`src/design/ramIfPortPkg.sv`:
```
//--------------------
// shared types of the hyperram port unit:
// ufib header/word, request, read byte, CA bit map
//--------------------
package ramIfPortPkg;

	// CA word bit map, 48 bits shifted msb first
	localparam int caRdWrBit = 47;
	localparam int caAsBit = 46;
	localparam int caBurstBit = 45;
	// row/col field, upper word address bits
	localparam int caRowHi = 44;
	localparam int caRowLo = 16;
	// lower column, word address bits 2..0
	localparam int caColHi = 2;

	// header word of a ufib packet
	typedef struct packed {
		// 1 read, 0 write
		logic rdWr;
		// 1 register space
		logic addrSpace;
		// 1 linear, 0 wrapped
		logic burstLinear;
		// words per burst, 0 means 1
		logic [4:0] burstLen;
		logic [23:0] wordAddr;
	} ufibHdrT;

	// same port word, header or payload depending on decoder state
	typedef union packed {
		ufibHdrT hdr;
		logic [31:0] data;
	} ufibWordU;

	// request handed from decoder to sequencer
	typedef struct packed {
		logic rdWr;
		logic addrSpace;
		logic burstLinear;
		// burst length times four
		logic [6:0] byteCnt;
		logic [23:0] wordAddr;
	} ramReqT;

	// one byte captured on dq in a read
	typedef struct packed {
		logic [7:0] data;
		logic last;
	} rdByteT;

endpackage

```
`src/design/hyperBusSequencer.sv`:
```
//--------------------
// stage 2: hyperbus FSM for cs, ck, CA shift,
// latency wait, write bytes and read capture
//--------------------
module hyperBusSequencer
	import ramIfPortPkg::*;
#(
	parameter int pRamDqWidth = 8,
	parameter int pLatencyClocks = 6
)(
	input  logic clk,
	input  logic arstN,
	input  ramReqT req,
	input  logic reqVd,
	output logic reqRdy,
	input  logic [31:0] wrWord,
	input  logic wrVd,
	output logic wrRdy,
	output logic [pRamDqWidth-1:0] dqOut,
	input  logic [pRamDqWidth-1:0] dqIn,
	output logic dqOe,
	output logic rwdsOut,
	input  logic rwdsIn,
	output logic rwdsOe,
	output logic ckP,
	output logic ckN,
	output logic csN,
	output logic ramRstN,
	output rdByteT rdByte,
	output logic rdByteVd
);

	localparam int lpLatW = $clog2(2 * pLatencyClocks);
	localparam logic [2:0] lpIdle = 3'd0;
	localparam logic [2:0] lpCs = 3'd1;
	localparam logic [2:0] lpCa = 3'd2;
	localparam logic [2:0] lpLat = 3'd3;
	localparam logic [2:0] lpWr = 3'd4;
	localparam logic [2:0] lpRd = 3'd5;

	logic [2:0] state;
	logic [47:0] ca;
	logic [47:0] caNext;
	logic [2:0] caCnt;
	logic [lpLatW-1:0] latCnt;
	// rwds seen high during CA
	logic dblLat;
	logic isRd;
	logic [6:0] byteLeft;
	// byte position inside the current write word
	logic [1:0] byteIdx;
	logic [31:0] wrBuf;
	// one ck edge in the middle of each cycle it is set
	logic ckRun;
	logic rwdsPrev;
	logic rdCap;
	logic [1:0] rstDly;

	// CA word from the request
	always_comb begin
		caNext = '0;
		caNext[caRdWrBit] = req.rdWr;
		caNext[caAsBit] = req.addrSpace;
		caNext[caBurstBit] = req.burstLinear;
		caNext[caRowHi:caRowLo] = {8'd0, req.wordAddr[23:3]};
		caNext[caColHi:0] = req.wordAddr[2:0];
	end

	assign reqRdy = (state == lpIdle);
	assign wrRdy = (state == lpWr) && (byteIdx == 2'd0) && (byteLeft != 7'd0);
	// device latches rwds edges, a new byte per change
	assign rdCap = (state == lpRd) && (rwdsIn != rwdsPrev);
	// no byte masking
	assign rwdsOut = 1'b0;
	assign ckN = ~ckP;
	assign ramRstN = rstDly[1];

	always_ff @(posedge clk or negedge arstN) begin
		if (!arstN) begin
			rstDly <= 2'b00;
		end else begin
			rstDly <= {rstDly[0], 1'b1};
		end
	end

	// ck edges sit half a cycle after dq changes
	always_ff @(negedge clk or negedge arstN) begin
		if (!arstN) begin
			ckP <= 1'b0;
		end else if (ckRun) begin
			ckP <= ~ckP;
		end
	end

	always_ff @(posedge clk or negedge arstN) begin
		if (!arstN) begin
			state <= lpIdle;
			csN <= 1'b1;
			dqOe <= 1'b0;
			rwdsOe <= 1'b0;
			ckRun <= 1'b0;
			caCnt <= 3'd0;
			latCnt <= '0;
			dblLat <= 1'b0;
			isRd <= 1'b0;
			byteLeft <= 7'd0;
			byteIdx <= 2'd0;
			rwdsPrev <= 1'b0;
			rdByteVd <= 1'b0;
		end else begin
			rwdsPrev <= rwdsIn;
			rdByteVd <= rdCap;
			case (state)
				lpIdle: begin
					if (reqVd) begin
						isRd <= req.rdWr;
						byteLeft <= req.byteCnt;
						state <= lpCs;
					end
				end
				lpCs: begin
					// first CA byte goes out with cs low
					csN <= 1'b0;
					dqOe <= 1'b1;
					ckRun <= 1'b1;
					caCnt <= 3'd5;
					dblLat <= 1'b0;
					state <= lpCa;
				end
				lpCa: begin
					dblLat <= dblLat | rwdsIn;
					if (caCnt != 3'd0) begin
						caCnt <= caCnt - 3'd1;
					end else begin
						dqOe <= 1'b0;
						latCnt <= (dblLat | rwdsIn) ? lpLatW'(2 * pLatencyClocks - 1)
							: lpLatW'(pLatencyClocks - 1);
						state <= lpLat;
					end
				end
				lpLat: begin
					if (latCnt != '0) begin
						latCnt <= latCnt - 1'b1;
					end else if (isRd) begin
						state <= lpRd;
					end else begin
						// clock waits for the first write word
						ckRun <= 1'b0;
						dqOe <= 1'b1;
						rwdsOe <= 1'b1;
						byteIdx <= 2'd0;
						state <= lpWr;
					end
				end
				lpWr: begin
					if (byteLeft == 7'd0) begin
						csN <= 1'b1;
						dqOe <= 1'b0;
						rwdsOe <= 1'b0;
						ckRun <= 1'b0;
						state <= lpIdle;
					end else if (byteIdx == 2'd0) begin
						// stalled word holds ck and cs
						ckRun <= wrVd;
						if (wrVd) begin
							byteIdx <= 2'd1;
							byteLeft <= byteLeft - 7'd1;
						end
					end else begin
						ckRun <= 1'b1;
						byteIdx <= byteIdx + 2'd1;
						byteLeft <= byteLeft - 7'd1;
					end
				end
				lpRd: begin
					if (rdCap) begin
						byteLeft <= byteLeft - 7'd1;
						if (byteLeft == 7'd1) begin
							csN <= 1'b1;
							ckRun <= 1'b0;
							state <= lpIdle;
						end
					end
				end
				default: state <= lpIdle;
			endcase
		end
	end

	// dq payload and captured byte
	always_ff @(posedge clk) begin
		case (state)
			lpIdle: begin
				if (reqVd) begin
					ca <= caNext;
				end
			end
			lpCs, lpCa: begin
				dqOut <= ca[47 -: pRamDqWidth];
				ca <= ca << pRamDqWidth;
			end
			lpWr: begin
				if (wrVd && wrRdy) begin
					// most significant byte first
					dqOut <= wrWord[31 -: pRamDqWidth];
					wrBuf <= wrWord << pRamDqWidth;
				end else if (byteIdx != 2'd0) begin
					dqOut <= wrBuf[31 -: pRamDqWidth];
					wrBuf <= wrBuf << pRamDqWidth;
				end
			end
			default: begin
			end
		endcase
		rdByte.data <= dqIn;
		rdByte.last <= (byteLeft == 7'd1);
	end

endmodule

```
`src/design/ramIfPortUnit.sv`:
```
//--------------------
// hyperram port unit top:
// decoder, bus sequencer, read packer
//--------------------
module ramIfPortUnit
	import ramIfPortPkg::*;
#(
	parameter int pRamDqWidth = 8,
	parameter int pLatencyClocks = 6
)(
	input  logic clk,
	input  logic arstN,
	// ufib write port
	input  ufibWordU wd,
	input  logic wdVd,
	output logic wdRdy,
	// read port, no back-pressure
	output logic [31:0] rd,
	output logic rdVd,
	// hyperbus pins
	output logic [pRamDqWidth-1:0] dqOut,
	input  logic [pRamDqWidth-1:0] dqIn,
	output logic dqOe,
	output logic rwdsOut,
	input  logic rwdsIn,
	output logic rwdsOe,
	output logic ckP,
	output logic ckN,
	output logic csN,
	output logic ramRstN
);

	ramReqT req;
	logic reqVd;
	logic reqRdy;
	logic [31:0] wrWord;
	logic wrVd;
	logic wrRdy;
	rdByteT rdByte;
	logic rdByteVd;

	ufibPacketDecoder uDecoder (
		.clk(clk),
		.arstN(arstN),
		.wd(wd),
		.wdVd(wdVd),
		.wdRdy(wdRdy),
		.req(req),
		.reqVd(reqVd),
		.reqRdy(reqRdy),
		.wrWord(wrWord),
		.wrVd(wrVd),
		.wrRdy(wrRdy)
	);

	hyperBusSequencer #(
		.pRamDqWidth(pRamDqWidth),
		.pLatencyClocks(pLatencyClocks)
	) uSequencer (
		.clk(clk),
		.arstN(arstN),
		.req(req),
		.reqVd(reqVd),
		.reqRdy(reqRdy),
		.wrWord(wrWord),
		.wrVd(wrVd),
		.wrRdy(wrRdy),
		.dqOut(dqOut),
		.dqIn(dqIn),
		.dqOe(dqOe),
		.rwdsOut(rwdsOut),
		.rwdsIn(rwdsIn),
		.rwdsOe(rwdsOe),
		.ckP(ckP),
		.ckN(ckN),
		.csN(csN),
		.ramRstN(ramRstN),
		.rdByte(rdByte),
		.rdByteVd(rdByteVd)
	);

	readWordPacker uPacker (
		.clk(clk),
		.arstN(arstN),
		.rdByte(rdByte),
		.rdByteVd(rdByteVd),
		.rd(rd),
		.rdVd(rdVd)
	);

endmodule

```
`src/design/readWordPacker.sv`:
```
//--------------------
// stage 3: read bytes into 32-bit words,
// msb first, realigned on the last byte
//--------------------
module readWordPacker
	import ramIfPortPkg::*;
(
	input  logic clk,
	input  logic arstN,
	input  rdByteT rdByte,
	input  logic rdByteVd,
	output logic [31:0] rd,
	output logic rdVd
);

	// bytes collected so far in the current word
	logic [1:0] byteCnt;
	// upper three bytes waiting for the fourth
	logic [23:0] acc;
	logic wordDone;

	// fourth byte, or burst end
	assign wordDone = rdByteVd && ((byteCnt == 2'd3) || rdByte.last);

	always_ff @(posedge clk or negedge arstN) begin
		if (!arstN) begin
			byteCnt <= 2'd0;
			rdVd <= 1'b0;
		end else begin
			rdVd <= wordDone;
			if (wordDone) begin
				// next burst starts on a word boundary
				byteCnt <= 2'd0;
			end else if (rdByteVd) begin
				byteCnt <= byteCnt + 2'd1;
			end
		end
	end

	always_ff @(posedge clk) begin
		if (rdByteVd) begin
			acc <= {acc[15:0], rdByte.data};
		end
		if (wordDone) begin
			rd <= {acc, rdByte.data};
		end
	end

endmodule

```
`src/design/ufibPacketDecoder.sv`:
```
//--------------------
// stage 1: ufib header decode,
// request hand-off and write word pass-through
//--------------------
module ufibPacketDecoder
	import ramIfPortPkg::*;
(
	input  logic clk,
	input  logic arstN,
	input  ufibWordU wd,
	input  logic wdVd,
	output logic wdRdy,
	output ramReqT req,
	output logic reqVd,
	input  logic reqRdy,
	output logic [31:0] wrWord,
	output logic wrVd,
	input  logic wrRdy
);

	localparam logic [1:0] lpHdr = 2'd0;
	localparam logic [1:0] lpReq = 2'd1;
	localparam logic [1:0] lpWrData = 2'd2;

	logic [1:0] state;
	// holds wdRdy low for the first cycle out of reset
	logic rdyEn;
	// write words still to pass, minus one
	logic [4:0] wordLeft;
	logic [4:0] hdrLen;
	logic hdrTake;

	// zero length is taken as a single word
	assign hdrLen = (wd.hdr.burstLen == 5'd0) ? 5'd1 : wd.hdr.burstLen;
	assign hdrTake = (state == lpHdr) && rdyEn && wdVd;

	assign wdRdy = ((state == lpHdr) && rdyEn) || ((state == lpWrData) && wrRdy);
	assign reqVd = (state == lpReq);
	// data phase, port word read as plain payload
	assign wrWord = wd.data;
	assign wrVd = (state == lpWrData) && wdVd;

	always_ff @(posedge clk or negedge arstN) begin
		if (!arstN) begin
			state <= lpHdr;
			rdyEn <= 1'b0;
			wordLeft <= 5'd0;
		end else begin
			rdyEn <= 1'b1;
			case (state)
				lpHdr: begin
					if (hdrTake) begin
						wordLeft <= hdrLen - 5'd1;
						state <= lpReq;
					end
				end
				lpReq: begin
					// reads carry no payload
					if (reqRdy) begin
						state <= req.rdWr ? lpHdr : lpWrData;
					end
				end
				lpWrData: begin
					if (wdVd && wrRdy) begin
						if (wordLeft == 5'd0) begin
							state <= lpHdr;
						end else begin
							wordLeft <= wordLeft - 5'd1;
						end
					end
				end
				default: state <= lpHdr;
			endcase
		end
	end

	// request payload, latched with the header
	always_ff @(posedge clk) begin
		if (hdrTake) begin
			req.rdWr <= wd.hdr.rdWr;
			req.addrSpace <= wd.hdr.addrSpace;
			req.burstLinear <= wd.hdr.burstLinear;
			req.byteCnt <= {hdrLen, 2'b00};
			req.wordAddr <= wd.hdr.wordAddr;
		end
	end

endmodule

```
`config.mk`:
```
export PLATFORM = sky130hd
export DESIGN_NAME = ramIfPortUnit
export DESIGN_NICKNAME = d
export VERILOG_FILES = /design/src/design/ramIfPortPkg.sv /design/src/design/hyperBusSequencer.sv /design/src/design/ramIfPortUnit.sv /design/src/design/readWordPacker.sv /design/src/design/ufibPacketDecoder.sv
export SDC_FILE = /design/constraint.sdc
export NUM_CORES = 1
export LEC_CHECK = 0
export ABC_CLOCK_PERIOD_IN_PS = 5500
export BUFFER_PORTS_ARGS = -buffer_cell sky130_fd_sc_hd__buf_2
export CAP_MARGIN = 20
export CELL_PAD_IN_SITES_DETAIL_PLACEMENT = 0
export CELL_PAD_IN_SITES_GLOBAL_PLACEMENT = 1
export CORE_UTILIZATION = 49
export CTS_CLUSTER_DIAMETER = 30
export DETAILED_ROUTE_END_ITERATION = 7
export HOLD_SLACK_MARGIN = 0.06
export PLACE_DENSITY_LB_ADDON = 0.05
export SLEW_MARGIN = 30
export SYNTH_ARGS = -nofsm -noshare
export SYNTH_HDL_FRONTEND = slang
export SYNTH_SLANG_ARGS = --single-unit
```
`constraint.sdc`:
```
create_clock -name clk -period 5.5 [get_ports clk]
set_input_delay 1.1 -clock clk [delete_from_list [all_inputs] [get_ports clk]]
set_output_delay 1.1 -clock clk [all_outputs]
set_load 0.01 [all_outputs]
```
* Yosys cells after proc, flatten, opt, wreduce, memory -nomap -nowiden
Cells that the tools add are included.
Widths: inputs -> output; s select.
** Operators by class
- Add/sub/neg operators :: 7
- Equal/unequal tests :: 27
- Multiplexer cells :: 64
- Bitwise operators :: 2
- Reductions and logical operators :: 50
** Operators with widths (count)
- $pmux 48 s2 :: 1
- $mux 32 :: 2
- $mux 48 :: 1
- $mux 7 :: 5
- $mux 2 :: 12
- $mux 3 :: 7
- $pmux 7 s3 :: 1
- $mux 5 :: 4
- $ne 2x2->1 const B :: 10
- $reduce_and 5->1 :: 4
- $pmux 3 s6 :: 1
- $reduce_bool 2->1 :: 9
- $mux 8 :: 2
- $pmux 8 s2 :: 1
- $reduce_and 4->1 :: 4
- $mux 1 :: 14
- $mux 4 :: 3
- $reduce_bool 4->1 :: 3
- $logic_and 1x1->1 :: 10
- $logic_not 5->1 :: 2
- $ne 2x1->1 const B :: 5
- $pmux 5 s2 :: 1
- $reduce_and 2->1 :: 5
- $sub 5x1->5 const B :: 2
- other kinds (31) :: 41
** Storage, ports and cells
- Register bits :: 218
- Input port bits :: 44
- Output and inout bits :: 49
- Logic and storage cells :: 182

* Logic depth before layout (Yosys ltp)
Gate-level depths: netlist (run 1).
- Depth after elaboration :: 6
- Gate-level depth with buffers :: 9
- Depth with buffers taken out :: 8

* Hierarchy
From an unflattened synthesis (run 1), not the netlist that was laid out.
** Second synthesis, totals
- Cell total of the unflattened synthesis :: 577
- Area, all modules :: 8510.7 um^2
** By module, submodules not included
- hyperBusSequencer :: times used 1, cells an instance 375, area each 4913.5 um^2
- readWordPacker :: times used 1, cells an instance 67, area each 1811.7 um^2
- ufibPacketDecoder :: times used 1, cells an instance 135, area each 1785.5 um^2

==> flow_summary.rst, run 1 <==
.. list-table::
   :header-rows: 1

   * - Metric
     - Value
   * - Outcome
     - finished clean
   * - Overall Global Routing Usage
     - 0.196
   * - DRC errors left
     - 0
   * - Top cells by area in the synthesized netlist
     - sky130_fd_sc_hd__edfxtp_1 (57%), sky130_fd_sc_hd__dfrtp_1 (11%), sky130_fd_sc_hd__mux2_2 (3.5%), sky130_fd_sc_hd__dfxtp_1 (2.2%), sky130_fd_sc_hd__mux2_4 (1.8%)
   * - Critical Path Fanout Max
     - 3
   * - Path class of the lowest-slack min-delay path
     - register to register
   * - Initial core utilization
     - 0.502
   * - Number of diodes
     - 0
   * - Area of the die
     - 17,500 um^2
   * - Synth-to-layout area growth
     - 26.1%
   * - Root buffer cell
     - sky130_fd_sc_hd__clkbuf_16
   * - Final Hold Fails
     - 0
   * - Post-detail-place hpwl
     - 10,300 um
   * - Post-synthesis net count
     - 601
   * - Grt ovf
     - 0
   * - Register-to-register setup slack
     - 2040 ps
   * - Post-Syn Area
     - 8320 um^2
   * - Synthesis-stage register bit count
     - 207
   * - TritonRoute pass-1 iters
     - 5
   * - Arithmetic-cell share of the synthesized area counting full adders, half adders and majority gates
     - 0.0135
   * - Cell total after placement
     - 840
   * - Number of cell instances on the worst register-to-register path
     - 1
   * - Per-cell routed wire length
     - ~18 um
   * - Final net count
     - 718
   * - Max cap viols
     - 0
   * - Detailed-route vias per instance
     - between 5 and 6
   * - Count of flip-flops with a built-in enable after synthesis
     - around 160
   * - Mux share of post-synthesis cell area
     - 0.0633
   * - Aggregate negative setup slack
     - 0 ps
   * - Count of cells resized by post-cts repair
     - 0
   * - Weighted congestion at the end of routability-driven global placement
     - 0.749
   * - Post-CTS Setup Inserts
     - 0
   * - Total power
     - 6.67 mW
   * - Top-Level Pins
     - 93
   * - Arrival time at the worst endpoint
     - 3860 ps
   * - Clk_skew
     - 11.2 ps
   * - Clock slew at the register clock pins of the worst setup and hold paths
     - 50 ps
   * - Post-synthesis compound-gate area fraction
     - 0.0863
   * - Count of hold buffers inserted by post-cts repair
     - 0
   * - TritonCTS Sinks
     - slightly above 200
   * - Met2 usage in global routing
     - 0.314
   * - Capturing element of the worst setup path
     - ckN
   * - Slew @ Worst Pin
     - 952 ps
   * - Most congested layer reported by global routing
     - met2
   * - Setup crit start kind
     - register
   * - Setup violators final
     - 0
   * - Pin count of the biggest net entering global routing
     - 40
   * - Placeable core region
     - 16,600 um^2
   * - Vert. Die Dim
     - around 130 um
   * - Antenna viol nets, final
     - 0
   * - Count of mapped cells out of synthesis
     - about 550
   * - Number of max-slew violations in the final report
     - 0
   * - Number of DRC markers in iteration 0
     - 305
   * - Global-route wire length before repair
     - 26,600 um
   * - Total wire length after detailed routing
     - between 15,000 and 20,000 um
   * - FFs w/ async S/R, synth
     - 0.193
   * - Number of warning messages in the yosys log
     - 0
   * - Peak supply drop
     - 0.341 mV
   * - Unrepaired setup endpoints after global routing
     - false
   * - Yosys cell types
     - 72
   * - Proportion of layout cells with a drive suffix above 1
     - 0.323
   * - Power density of the placed cells
     - between 600 and 700 nW/um^2
   * - TritonCTS clock tree
     - built
   * - Synth Area in XOR/XNOR
     - 0.00421
   * - Startpoint of the most critical register-to-register path
     - uSequencer.ckRun
   * - Port bufs
     - 91
   * - Required time worst endpoint
     - 4400 ps
   * - Sequential share of the synthesized area
     - 0.712
   * - Number of standard cells in the final layout excluding fillers
     - slightly above 900
   * - Met3 global-route usage
     - 0.0404
   * - # rows
     - 47
   * - Width of the die
     - 132 um
   * - Bufs on Longest Clock Path
     - 3
   * - Library cell with the largest summed area after synthesis
     - sky130_fd_sc_hd__edfxtp_1
   * - Clock Latency Late Sink
     - 510 ps
   * - Number of global-route vias before repair
     - 5,113
   * - Area share of and/or/nand/nor cells after synthesis
     - 0.0928
   * - Max-slew headroom
     - 0.365
   * - Number of CTS-inserted buffers
     - 43
   * - Leakage power
     - 4.09 nW
   * - Initial antenna violation count
     - 0
   * - Combinational family with the most area after synthesis
     - simple AND/OR/NAND/NOR gates
   * - Number of levels in the clock H-tree
     - 2
   * - Endpoint kind of the worst setup timing path
     - primary output
   * - Reg-to-reg endpoint
     - uSequencer.ckP
   * - Worst setup path category
     - register to primary output
   * - Syn_area_per_cell
     - 15.2 um^2
   * - Most used flip-flop cell after synthesis
     - sky130_fd_sc_hd__edfxtp_1
   * - Worst setup startpoint
     - uSequencer.ckP
   * - Grt met1 use
     - 0.261
   * - Area share of the largest cell type after synthesis
     - 0.570
   * - DR vias
     - 4,964
## stage by stage
step / util / area, um^2 / worst slack, ps / hold WS [ps]
after floorplan: - / 8320 / 1030 / 387
after global placement: 0.543 / 9000 / 1060 / 401
after detailed placement: 0.543 / 9000 / 1050 / 405
after CTS: 0.633 / 10500 / 515 / 419
after global routing: 0.633 / 10500 / 473 / 424
final: 0.633 / 10500 / 539 / 417
## per-layer routing
metal / up-vias / routed length (um)
met5: - / 0
met4: 0 / 365
met3: 30 / 841
met2: 162 / 7760
met1: 2433 / 7430
li1: 2339 / -
## cells in the final DEF (no fill, tap or decap), types with 14 or more instances in the layout
master / instances
sky130_fd_sc_hd__edfxtp_1: 158
sky130_fd_sc_hd__buf_2: 91
sky130_fd_sc_hd__clkbuf_16: 43
sky130_fd_sc_hd__dfrtp_1: 37
sky130_fd_sc_hd__nand2_1: 28
sky130_fd_sc_hd__mux2_2: 26
sky130_fd_sc_hd__inv_1: 23
sky130_fd_sc_hd__o21ai_0: 18
sky130_fd_sc_hd__nor2b_1: 16
sky130_fd_sc_hd__nand3_1: 16
sky130_fd_sc_hd__nor2_1: 14
## critical path, stage by stage, from the launching register on
cell and delay (ps):
sky130_fd_sc_hd__dfrtn_1 430, sky130_fd_sc_hd__inv_1 40, sky130_fd_sc_hd__buf_2 130
## registers in the layout, indices dropped and copies added, names as in the netlist, 3 cells and up
signal and cells:
uSequencer.ca 38, uDecoder.req 32, uPacker.rd 32, uPacker.acc 24, uSequencer.wrBuf 24, uSequencer.rdByte 9
uSequencer.dqOut 8, uSequencer.byteLeft 7, uDecoder.wordLeft 5, uSequencer.latCnt 4, uSequencer.caCnt 3, uSequencer.state 3
## cells in the mapped netlist, types with 3 or more instances
master                     count
sky130_fd_sc_hd__a211oi_1      4
sky130_fd_sc_hd__a21o_1        3
sky130_fd_sc_hd__a21oi_1      13
sky130_fd_sc_hd__a221oi_1      5
sky130_fd_sc_hd__a31oi_1       5
sky130_fd_sc_hd__a41oi_1       3
sky130_fd_sc_hd__and2_1       12
sky130_fd_sc_hd__and3_1       12
sky130_fd_sc_hd__buf_1         4
sky130_fd_sc_hd__buf_2         4
sky130_fd_sc_hd__clkbuf_1     16
sky130_fd_sc_hd__dfrtp_1      38
sky130_fd_sc_hd__dfxtp_1       9
sky130_fd_sc_hd__edfxtp_1    158
sky130_fd_sc_hd__ha_1          9
sky130_fd_sc_hd__inv_1        23
sky130_fd_sc_hd__mux2_1        3
sky130_fd_sc_hd__mux2_2       26
sky130_fd_sc_hd__mux2_4       10
sky130_fd_sc_hd__mux2i_1       5
sky130_fd_sc_hd__nand2_1      28
sky130_fd_sc_hd__nand2b_1      4
sky130_fd_sc_hd__nand3_1      16
sky130_fd_sc_hd__nand3b_1      3
sky130_fd_sc_hd__nand4_1       6
sky130_fd_sc_hd__nor2_1       15
sky130_fd_sc_hd__nor2b_1      17
sky130_fd_sc_hd__nor3_1        6
sky130_fd_sc_hd__nor3b_1       3
sky130_fd_sc_hd__o211ai_1      8
sky130_fd_sc_hd__o21ai_0      18
sky130_fd_sc_hd__o22ai_1       5
sky130_fd_sc_hd__or3_1         3
sky130_fd_sc_hd__xor2_1        3
## power breakdown
group	leakage (nW)	total, mW	switching, mW	internal, mW
Combinational	1.34	1.47	0.866	0.603
Sequential	2.03	2.58	0.283	2.30
Clock	0.721	2.62	0.812	1.81
Total	4.09	6.67	1.96	4.70
## logic make-up (layout without fill, tap and decap cells)
kind of cell               count (synthesis)  count (layout)
DFF                                      207             207
and+or+nand+nor                          137             137
AOI/OAI and AO/OA                         95              95
buffers and inverters                     50             201
muxes                                     44              44
adders and majority gates                  9               9
xor gates and xnor gates                   4               4
other                                      2               2
## worst min-delay path by stage
| stage | from | endpoint | slack [ps] | depth (start not counted) |
|---|---|---|---|---|
| after global routing | uPacker.acc[20] | uPacker.rd[28] | 420 | 0 |
| after CTS | uPacker.acc[20] | uPacker.rd[28] | 420 | 0 |
| after floorplan | uSequencer.rstDly[0] | uSequencer.rstDly[1] | 390 | 0 |
| final | uPacker.acc[20] | uPacker.rd[28] | 420 | 0 |
| after detailed placement | uPacker.acc[18] | uPacker.rd[26] | 400 | 0 |
| after global placement | uPacker.acc[23] | uPacker.rd[31] | 400 | 0 |
## area by class of cell
type	instances	area (um^2)
Clock inverter	34	405
Timing Repair Buffer	99	515
Multi-Input combinational cell	291	2200
Sequential cell	207	5930
Inverter	23	86.3
Fill cell	1282	6090
Tap cell	220	275
Clock buffer	45	1080
Note: power is estimated with default switching activity, not from simulation.
==> run 2: changes to the inputs <==
--- a/config.mk
+++ b/config.mk
@@ -6,7 +6,7 @@
 export NUM_CORES = 1
 export LEC_CHECK = 0
 export ABC_CLOCK_PERIOD_IN_PS = 5500
-export BUFFER_PORTS_ARGS = -buffer_cell sky130_fd_sc_hd__buf_2
+export BUFFER_PORTS_ARGS = -buffer_cell sky130_fd_sc_hd__buf_4
 export CAP_MARGIN = 20
 export CELL_PAD_IN_SITES_DETAIL_PLACEMENT = 0
 export CELL_PAD_IN_SITES_GLOBAL_PLACEMENT = 1
==> run 2 against run 1 <==
  * Worst setup slack got worse by 9.1 ps
  * Register-to-register slack about the same
  * Power decreased by 0.63%
  * Die area unchanged
  * Non-clock buffer count decreased by 1
  * Highest routed layer unchanged
  * Critical path type unchanged
  * Clock skew increased by 7.1 ps
  * Largest power group is now sequential cells
  * Combinational power about the same
  * Core utilization increased by 1.0 points
  * First-iteration DRC count increased by 26%
  * Wire length increased by 0.29%
  * Hold slack got worse by 2.3 ps
==> flow_summary.rst, run 2 (synthesis results as in run 1) <==
.. list-table::
   :header-rows: 1

   * - Metric
     - Value
   * - Port bufs
     - 91 (unchanged)
   * - Number of global-route vias before repair
     - 5,003 (was 5,113)
   * - Post-CTS Setup Inserts
     - 0 (unchanged)
   * - Met2 routed wirelength
     - 7740 um (was 7760 um)
   * - Antenna viol nets, final
     - 0 (unchanged)
   * - Endpoint kind of the worst setup timing path
     - primary output (unchanged)
   * - Met1 layer wirelength in the final routing
     - 7440 um (was 7430 um)
   * - Count of hold buffers inserted by post-cts repair
     - 0 (unchanged)
   * - Startpoint of the most critical register-to-register path
     - uSequencer.ckRun (unchanged)
   * - TritonCTS clock tree
     - built (unchanged)
   * - Topmost layer with routed signal wires
     - met4 (unchanged)
   * - Placeable core region
     - 16,600 um^2 (unchanged)
   * - Power density of the placed cells
     - 621 nW/um^2 (was 635 nW/um^2)
   * - Max stage delay cell, worst path
     - sky130_fd_sc_hd__dfrtn_1 (unchanged)
   * - Total length of routed met3 wires
     - 985 um (was 841 um)
   * - Critical Path Fanout Max
     - 3 (unchanged)
   * - Core occupancy in the finished layout
     - 0.643 (was 0.633)
   * - Number of levels in the clock H-tree
     - 2 (unchanged)
   * - Ordered list of cells on the worst path
     - inv_1 -> buf_4 (was inv_1 -> buf_2)
   * - Total wire length after detailed routing
     - 16,400 um (about the same)
   * - Per-cell routed wire length
     - 18.0 um (was 17.8 um)
   * - Global-route wire length before repair
     - 26,400 um (was 26,600 um)
   * - Pin count of the biggest net entering global routing
     - 41 (was 40)
   * - Post-detailed-placement cell area
     - 9220 um^2 (was 9000 um^2)
   * - Total power
     - 6.62 mW (was 6.67 mW)
   * - Most common library cell in the layout ignoring fill and taps
     - sky130_fd_sc_hd__edfxtp_1 (unchanged)
   * - Initial antenna violation count
     - 0 (unchanged)
   * - Outcome
     - finished clean (unchanged)
   * - Largest stage delay on the critical path
     - 430 ps (about the same)
   * - Aggregate negative setup slack
     - 0 ps (unchanged)
   * - Number of standard cells in the final layout excluding fillers
     - 915 (was 919)
   * - Grt ovf
     - 0 (unchanged)
   * - Setup violators final
     - 0 (unchanged)
   * - Number of diodes
     - 0 (unchanged)
   * - Area of all placed cells without fillers
     - 10,700 um^2 (was 10,500 um^2)
   * - Top-Level Pins
     - 93 (unchanged)
   * - Slew @ Worst Pin
     - 943 ps (was 952 ps)
   * - Weighted congestion at the end of routability-driven global placement
     - 0.781 (was 0.749)
   * - Unrepaired setup endpoints after global routing
     - false (unchanged)
   * - Clock slew at the register clock pins of the worst setup and hold paths
     - 50 ps (about the same)
   * - Path class of the lowest-slack min-delay path
     - register to register (unchanged)
   * - # rows
     - 47 (unchanged)
   * - Number of cell instances on the worst register-to-register path
     - 1 (unchanged)
   * - Reg-to-reg endpoint
     - uSequencer.ckP (unchanged)
   * - Detailed-route vias per instance
     - 5.35 (was 5.40)
   * - Setup crit start kind
     - register (unchanged)
   * - Most frequent cells in the layout
     - sky130_fd_sc_hd__edfxtp_1 (158), sky130_fd_sc_hd__buf_4 (98), sky130_fd_sc_hd__clkbuf_16 (43), sky130_fd_sc_hd__dfrtp_1 (37), sky130_fd_sc_hd__nand2_1 (28) (was sky130_fd_sc_hd__edfxtp_1 (158), sky130_fd_sc_hd__buf_2 (91), sky130_fd_sc_hd__clkbuf_16 (43), sky130_fd_sc_hd__dfrtp_1 (37), sky130_fd_sc_hd__nand2_1 (28))
   * - Worst setup path category
     - register to primary output (unchanged)
   * - Register-to-register setup slack
     - 2050 ps (was 2040 ps)
   * - DRC errors left
     - 0 (unchanged)
   * - Final net count
     - 715 (was 718)
   * - Vert. Die Dim
     - 132 um (unchanged)
   * - Cell total after placement
     - 839 (was 840)
   * - DR vias
     - 4,896 (was 4,964)
   * - Synth-to-layout area growth
     - 28.2% (was 26.1%)
   * - Initial core utilization
     - 0.502 (unchanged)
   * - Post-detail-place hpwl
     - 10,100 um (was 10,300 um)
   * - Clock Latency Late Sink
     - 520 ps (was 510 ps)
   * - Overall Global Routing Usage
     - 0.194 (was 0.196)
   * - Clk_skew
     - 18.3 ps (was 11.2 ps)
   * - Bufs on Longest Clock Path
     - 3 (unchanged)
   * - Max cap viols
     - 0 (unchanged)
   * - Root buffer cell
     - sky130_fd_sc_hd__clkbuf_16 (unchanged)
   * - TritonCTS Sinks
     - 207 (unchanged)
   * - Proportion of layout cells with a drive suffix above 1
     - 0.315 (was 0.323)
   * - Capturing element of the worst setup path
     - ckN (unchanged)
   * - Width of the die
     - 132 um (unchanged)
   * - Number of DRC markers in iteration 0
     - 384 (was 305)
   * - Final Hold Fails
     - 0 (unchanged)
   * - Arrival time at the worst endpoint
     - 3870 ps (was 3860 ps)
   * - Worst setup startpoint
     - uSequencer.ckP (unchanged)
   * - Required time worst endpoint
     - 4400 ps (about the same)
   * - Number of fill cells in the layout
     - 1,279 (was 1,282)
   * - Leakage power
     - 4.13 nW (was 4.09 nW)
   * - Peak supply drop
     - 0.351 mV (was 0.341 mV)
   * - Number of flip-flops in the largest register
     - 38 (unchanged)
   * - TritonRoute pass-1 iters
     - 5 (unchanged)
   * - Regs by FF count
     - uSequencer.ca: 38 flops, uDecoder.req: 32 flops, uPacker.rd: 32 flops (unchanged)
   * - Max-slew headroom
     - 0.371 (was 0.365)
   * - Count of cells resized by post-cts repair
     - 0 (unchanged)
   * - Most flops, register
     - uSequencer.ca (unchanged)
   * - Number of max-slew violations in the final report
     - 0 (unchanged)
   * - Number of CTS-inserted buffers
     - 41 (was 43)
   * - Area of the die
     - 17,500 um^2 (unchanged)
-- run 2: changes by cell type in the layout (fill, tap and decap cells not counted), sizes merged --
cell | previous run | this run
buf | 99 | 98
clkinvlp | 5 | 4
inv | 28 | 25
bufinv | 8 | 7
clkinv | 16 | 18
-- run 2: worst min-delay path by stage --
stage	from	to	slack (ps)	cells past startpoint
after global routing	uPacker.acc[18]	uPacker.rd[26]	420	0
after floorplan	uSequencer.rstDly[0]	uSequencer.rstDly[1]	390	0
after detailed placement	uPacker.acc[21]	uPacker.rd[29]	410	0
after CTS	uPacker.acc[18]	uPacker.rd[26]	420	0
after global placement	uPacker.acc[20]	uPacker.rd[28]	400	0
final	uPacker.acc[18]	uPacker.rd[26]	420	0
-- run 2: cell type report --
class / count / area, um^2 / share of cell area
Sequential cell: 207 / 5930 / 0.556
Clock inverter: 31 / 357 / 0.0334
Inverter: 23 / 86.3 / 0.00810
Clock buffer: 45 / 1080 / 0.102
Tap cell: 220 / 275 / 0.0258
Timing Repair Buffer: 98 / 736 / 0.0690
Multi-Input combinational cell: 291 / 2200 / 0.206
-- run 2: through the flow --
stage / setup slack [ps] / hold WS, ps
2_1_floorplan: 1030 / 387
3_3_place_gp: 1050 / 401
3_5_place_dp: 1040 / 406
4_1_cts: 507 / 418
5_1_grt: 462 / 421
6_report: 530 / 415
-- run 2: critical path: cells and delay by family (launching register included) --
family	cells	cell delay [ps]
flops	1	430
buf+inv	2	180
-- run 2: report_power, final --
group / leakage, nW / total [mW] / internal (mW) / switching, mW
Sequential: 2.03 / 2.58 / 2.30 / 0.286
Clock: 0.694 / 2.54 / 1.75 / 0.793
Combinational: 1.40 / 1.50 / 0.638 / 0.862
Total: 4.13 / 6.62 / 4.68 / 1.94
-- run 2: per-layer routing --
layer / track usage / vias to the layer above
met1: 0.266 / 2382
li1: - / 2327
met4: 0.0619 / 0
met3: 0.0500 / 28
met5: 0 / -
met2: 0.306 / 159
==> run 3: changes to the inputs <==
--- a/config.mk
+++ b/config.mk
@@ -15,6 +15,7 @@
 export DETAILED_ROUTE_END_ITERATION = 7
 export HOLD_SLACK_MARGIN = 0.06
 export PLACE_DENSITY_LB_ADDON = 0.05
+export RECOVER_POWER = 100
 export SLEW_MARGIN = 30
 export SYNTH_ARGS = -nofsm -noshare
 export SYNTH_HDL_FRONTEND = slang
==> run 3 against run 2 <==
  * Combinational power fell by 7%
  * Non-clock buffer count did not move
  * Sequential share of layout area rose by 2.0 points
  * Worst setup slack improved by 21 ps
  * The run now ends with capacitance limit, slew limit left
  * Die area did not move
  * Sequential power barely moved
  * Hold slack improved by 1.5 ps
  * Clock power barely moved
  * Critical path depth did not move
==> flow_summary.rst, run 3 (synthesis results as in run 1) <==
.. list-table::
   :header-rows: 1

   * - Metric
     - Value
   * - Outcome
     - finished, violations left (was finished clean)
   * - Violated checks
     - capacitance limit, slew limit
   * - Count of cells resized by post-cts repair
     - 0 (unchanged)
   * - TritonCTS clock tree
     - built (unchanged)
   * - Detailed-route vias per instance
     - 5.38 (was 5.35)
   * - Setup violators final
     - 0 (unchanged)
   * - Startpoint of the most critical register-to-register path
     - uSequencer.state[2] (was uSequencer.ckRun)
   * - Max-slew headroom
     - -0.688 (was 0.371)
   * - # rows
     - 47 (unchanged)
   * - Peak supply drop
     - 0.351 mV (about the same)
   * - Proportion of layout cells with a drive suffix above 1
     - 0.193 (was 0.315)
   * - Clock Latency Late Sink
     - 510 ps (was 520 ps)
   * - Power density of the placed cells
     - 633 nW/um^2 (was 621 nW/um^2)
   * - Area of the die
     - 17,500 um^2 (unchanged)
   * - Number of diodes
     - 0 (unchanged)
   * - Number of DRC markers in iteration 0
     - 322 (was 384)
   * - Number of CTS-inserted buffers
     - 41 (unchanged)
   * - Post-CTS Setup Inserts
     - 0 (unchanged)
   * - Total wire length after detailed routing
     - 16,500 um (was 16,400 um)
   * - Global-route wire length before repair
     - 26,400 um (unchanged)
   * - Bufs on Longest Clock Path
     - 3 (unchanged)
   * - Hold Path Cell Cnt
     - 0 (unchanged)
   * - Endpoint kind of the worst setup timing path
     - primary output (unchanged)
   * - Max stage delay cell, worst path
     - sky130_fd_sc_hd__dfrtn_1 (unchanged)
   * - Unrepaired setup endpoints after global routing
     - false (unchanged)
   * - Most flops, register
     - uSequencer.ca (unchanged)
   * - Weighted congestion at the end of routability-driven global placement
     - 0.781 (unchanged)
   * - Cell total after placement
     - 839 (unchanged)
   * - Port bufs
     - 91 (unchanged)
   * - Hold_ws
     - 417 ps (was 415 ps)
   * - Largest stage delay on the critical path
     - 430 ps (about the same)
   * - Antenna viol nets, final
     - 0 (unchanged)
   * - Critical Path Fanout Max
     - 3 (unchanged)
   * - Setup crit start kind
     - register (unchanged)
   * - Slew @ Worst Pin
     - 2510 ps (was 943 ps)
   * - Number of global-route vias before repair
     - 5,003 (unchanged)
   * - Number of max-slew violations in the final report
     - 191 (was 0)
   * - Width of the die
     - 132 um (unchanged)
   * - Initial core utilization
     - 0.502 (unchanged)
   * - DRC errors left
     - 0 (unchanged)
   * - DR vias
     - 4,920 (was 4,896)
   * - Number of cell instances on the worst register-to-register path
     - 4 (was 1)
   * - Post-detail-place hpwl
     - 10,100 um (unchanged)
   * - Number of flip-flops in the largest register
     - 38 (unchanged)
   * - Worst setup startpoint
     - uSequencer.ckP (unchanged)
   * - Number of fill cells in the layout
     - 1,359 (was 1,279)
   * - Final net count
     - 715 (unchanged)
   * - Root buffer cell
     - sky130_fd_sc_hd__clkbuf_16 (unchanged)
   * - Leakage power
     - 3.80 nW (was 4.13 nW)
   * - Path class of the lowest-slack min-delay path
     - register to register (unchanged)
   * - Overall Global Routing Usage
     - 0.194 (unchanged)
   * - Per-cell routed wire length
     - 18.0 um (about the same)
   * - Count of hold buffers inserted by post-cts repair
     - 0 (unchanged)
   * - Most frequent cells in the layout
     - sky130_fd_sc_hd__edfxtp_1 (158), sky130_fd_sc_hd__clkbuf_1 (71), sky130_fd_sc_hd__clkbuf_16 (43), sky130_fd_sc_hd__dfrtp_1 (38), sky130_fd_sc_hd__mux2_2 (29) (was sky130_fd_sc_hd__edfxtp_1 (158), sky130_fd_sc_hd__buf_4 (98), sky130_fd_sc_hd__clkbuf_16 (43), sky130_fd_sc_hd__dfrtp_1 (37), sky130_fd_sc_hd__nand2_1 (28))
   * - Ordered list of cells on the worst path
     - inv_1 -> clkbuf_1 (was inv_1 -> buf_4)
   * - Required time worst endpoint
     - 4400 ps (about the same)
   * - Capturing element of the worst setup path
     - ckN (unchanged)
   * - Core occupancy in the finished layout
     - 0.621 (was 0.643)
   * - Initial antenna violation count
     - 0 (unchanged)
   * - Clk_skew
     - 16.2 ps (was 18.3 ps)
   * - Top-Level Pins
     - 93 (unchanged)
   * - Pin count of the biggest net entering global routing
     - 41 (unchanged)
   * - Placeable core region
     - 16,600 um^2 (unchanged)
   * - Regs by FF count
     - uSequencer.ca: 38 flops, uDecoder.req: 32 flops, uPacker.rd: 32 flops (unchanged)
   * - TritonCTS Sinks
     - 207 (unchanged)
   * - TritonRoute pass-1 iters
     - 4 (was 5)
   * - Max cap viols
     - 6 (was 0)
   * - Vert. Die Dim
     - 132 um (unchanged)
   * - Grt ovf
     - 0 (unchanged)
   * - Arrival time at the worst endpoint
     - 3850 ps (was 3870 ps)
   * - Register-to-register setup slack
     - 1000 ps (was 2050 ps)
   * - Number of levels in the clock H-tree
     - 2 (unchanged)
   * - Aggregate negative setup slack
     - 0 ps (unchanged)
   * - Worst setup path category
     - register to primary output (unchanged)
   * - Most common library cell in the layout ignoring fill and taps
     - sky130_fd_sc_hd__edfxtp_1 (unchanged)
   * - Synth-to-layout area growth
     - 23.8% (was 28.2%)
   * - Clock slew at the register clock pins of the worst setup and hold paths
     - 50 ps (about the same)
   * - Reg-to-reg endpoint
     - uDecoder.wordLeft[0] (was uSequencer.ckP)
   * - Final Hold Fails
     - 0 (unchanged)
   * - Number of standard cells in the final layout excluding fillers
     - 915 (unchanged)
## run 3: worst max-delay path, delay by kind of cell (launching register included)
| kind | cells | cell delay (ps) |
|---|---|---|
| DFF | 1 | 430 |
| buffers and inverters | 2 | 170 |
## run 3: how the worst min path moves through the flow
stage | startpoint | end | slack, ps
6_report | uPacker.acc[18] | uPacker.rd[26] | 420
5_1_grt | uPacker.acc[18] | uPacker.rd[26] | 420
2_1_floorplan | uSequencer.rstDly[0] | uSequencer.rstDly[1] | 390
4_1_cts | uPacker.acc[18] | uPacker.rd[26] | 420
3_5_place_dp | uPacker.acc[21] | uPacker.rd[29] | 410
3_3_place_gp | uPacker.acc[20] | uPacker.rd[28] | 400
## run 3: area by class of cell
type	instances	area, um^2	area share
Timing Repair Buffer	98	477	0.0463
Tap cell	220	275	0.0267
Sequential cell	207	5930	0.576
Clock buffer	45	1080	0.105
Multi-Input combinational cell	291	2090	0.203
Inverter	23	86.3	0.00839
Clock inverter	31	357	0.0346
## run 3: power breakdown
group / switching (mW) / internal (mW)
clock network: 0.792 / 1.75
logic: 0.837 / 0.549
registers: 0.282 / 2.31
total: 1.91 / 4.61
## run 3: per-layer routing
layer  vias up  part of all wire  GRT usage
li1       2331                 -          -
met1      2396              0.45      0.266
met2       167              0.47      0.306
met3        26             0.065     0.0500
met4         0             0.016     0.0619
met5         -                 0          0
## run 3: through the flow
step	instance area, um^2	setup WS (ps)	total power, mW
2_1_floorplan	8320	1030	3.60
3_3_place_gp	9220	1050	4.07
3_5_place_dp	9220	1040	4.11
4_1_cts	10700	507	6.69
5_1_grt	10300	476	6.86
6_report	10300	551	6.52
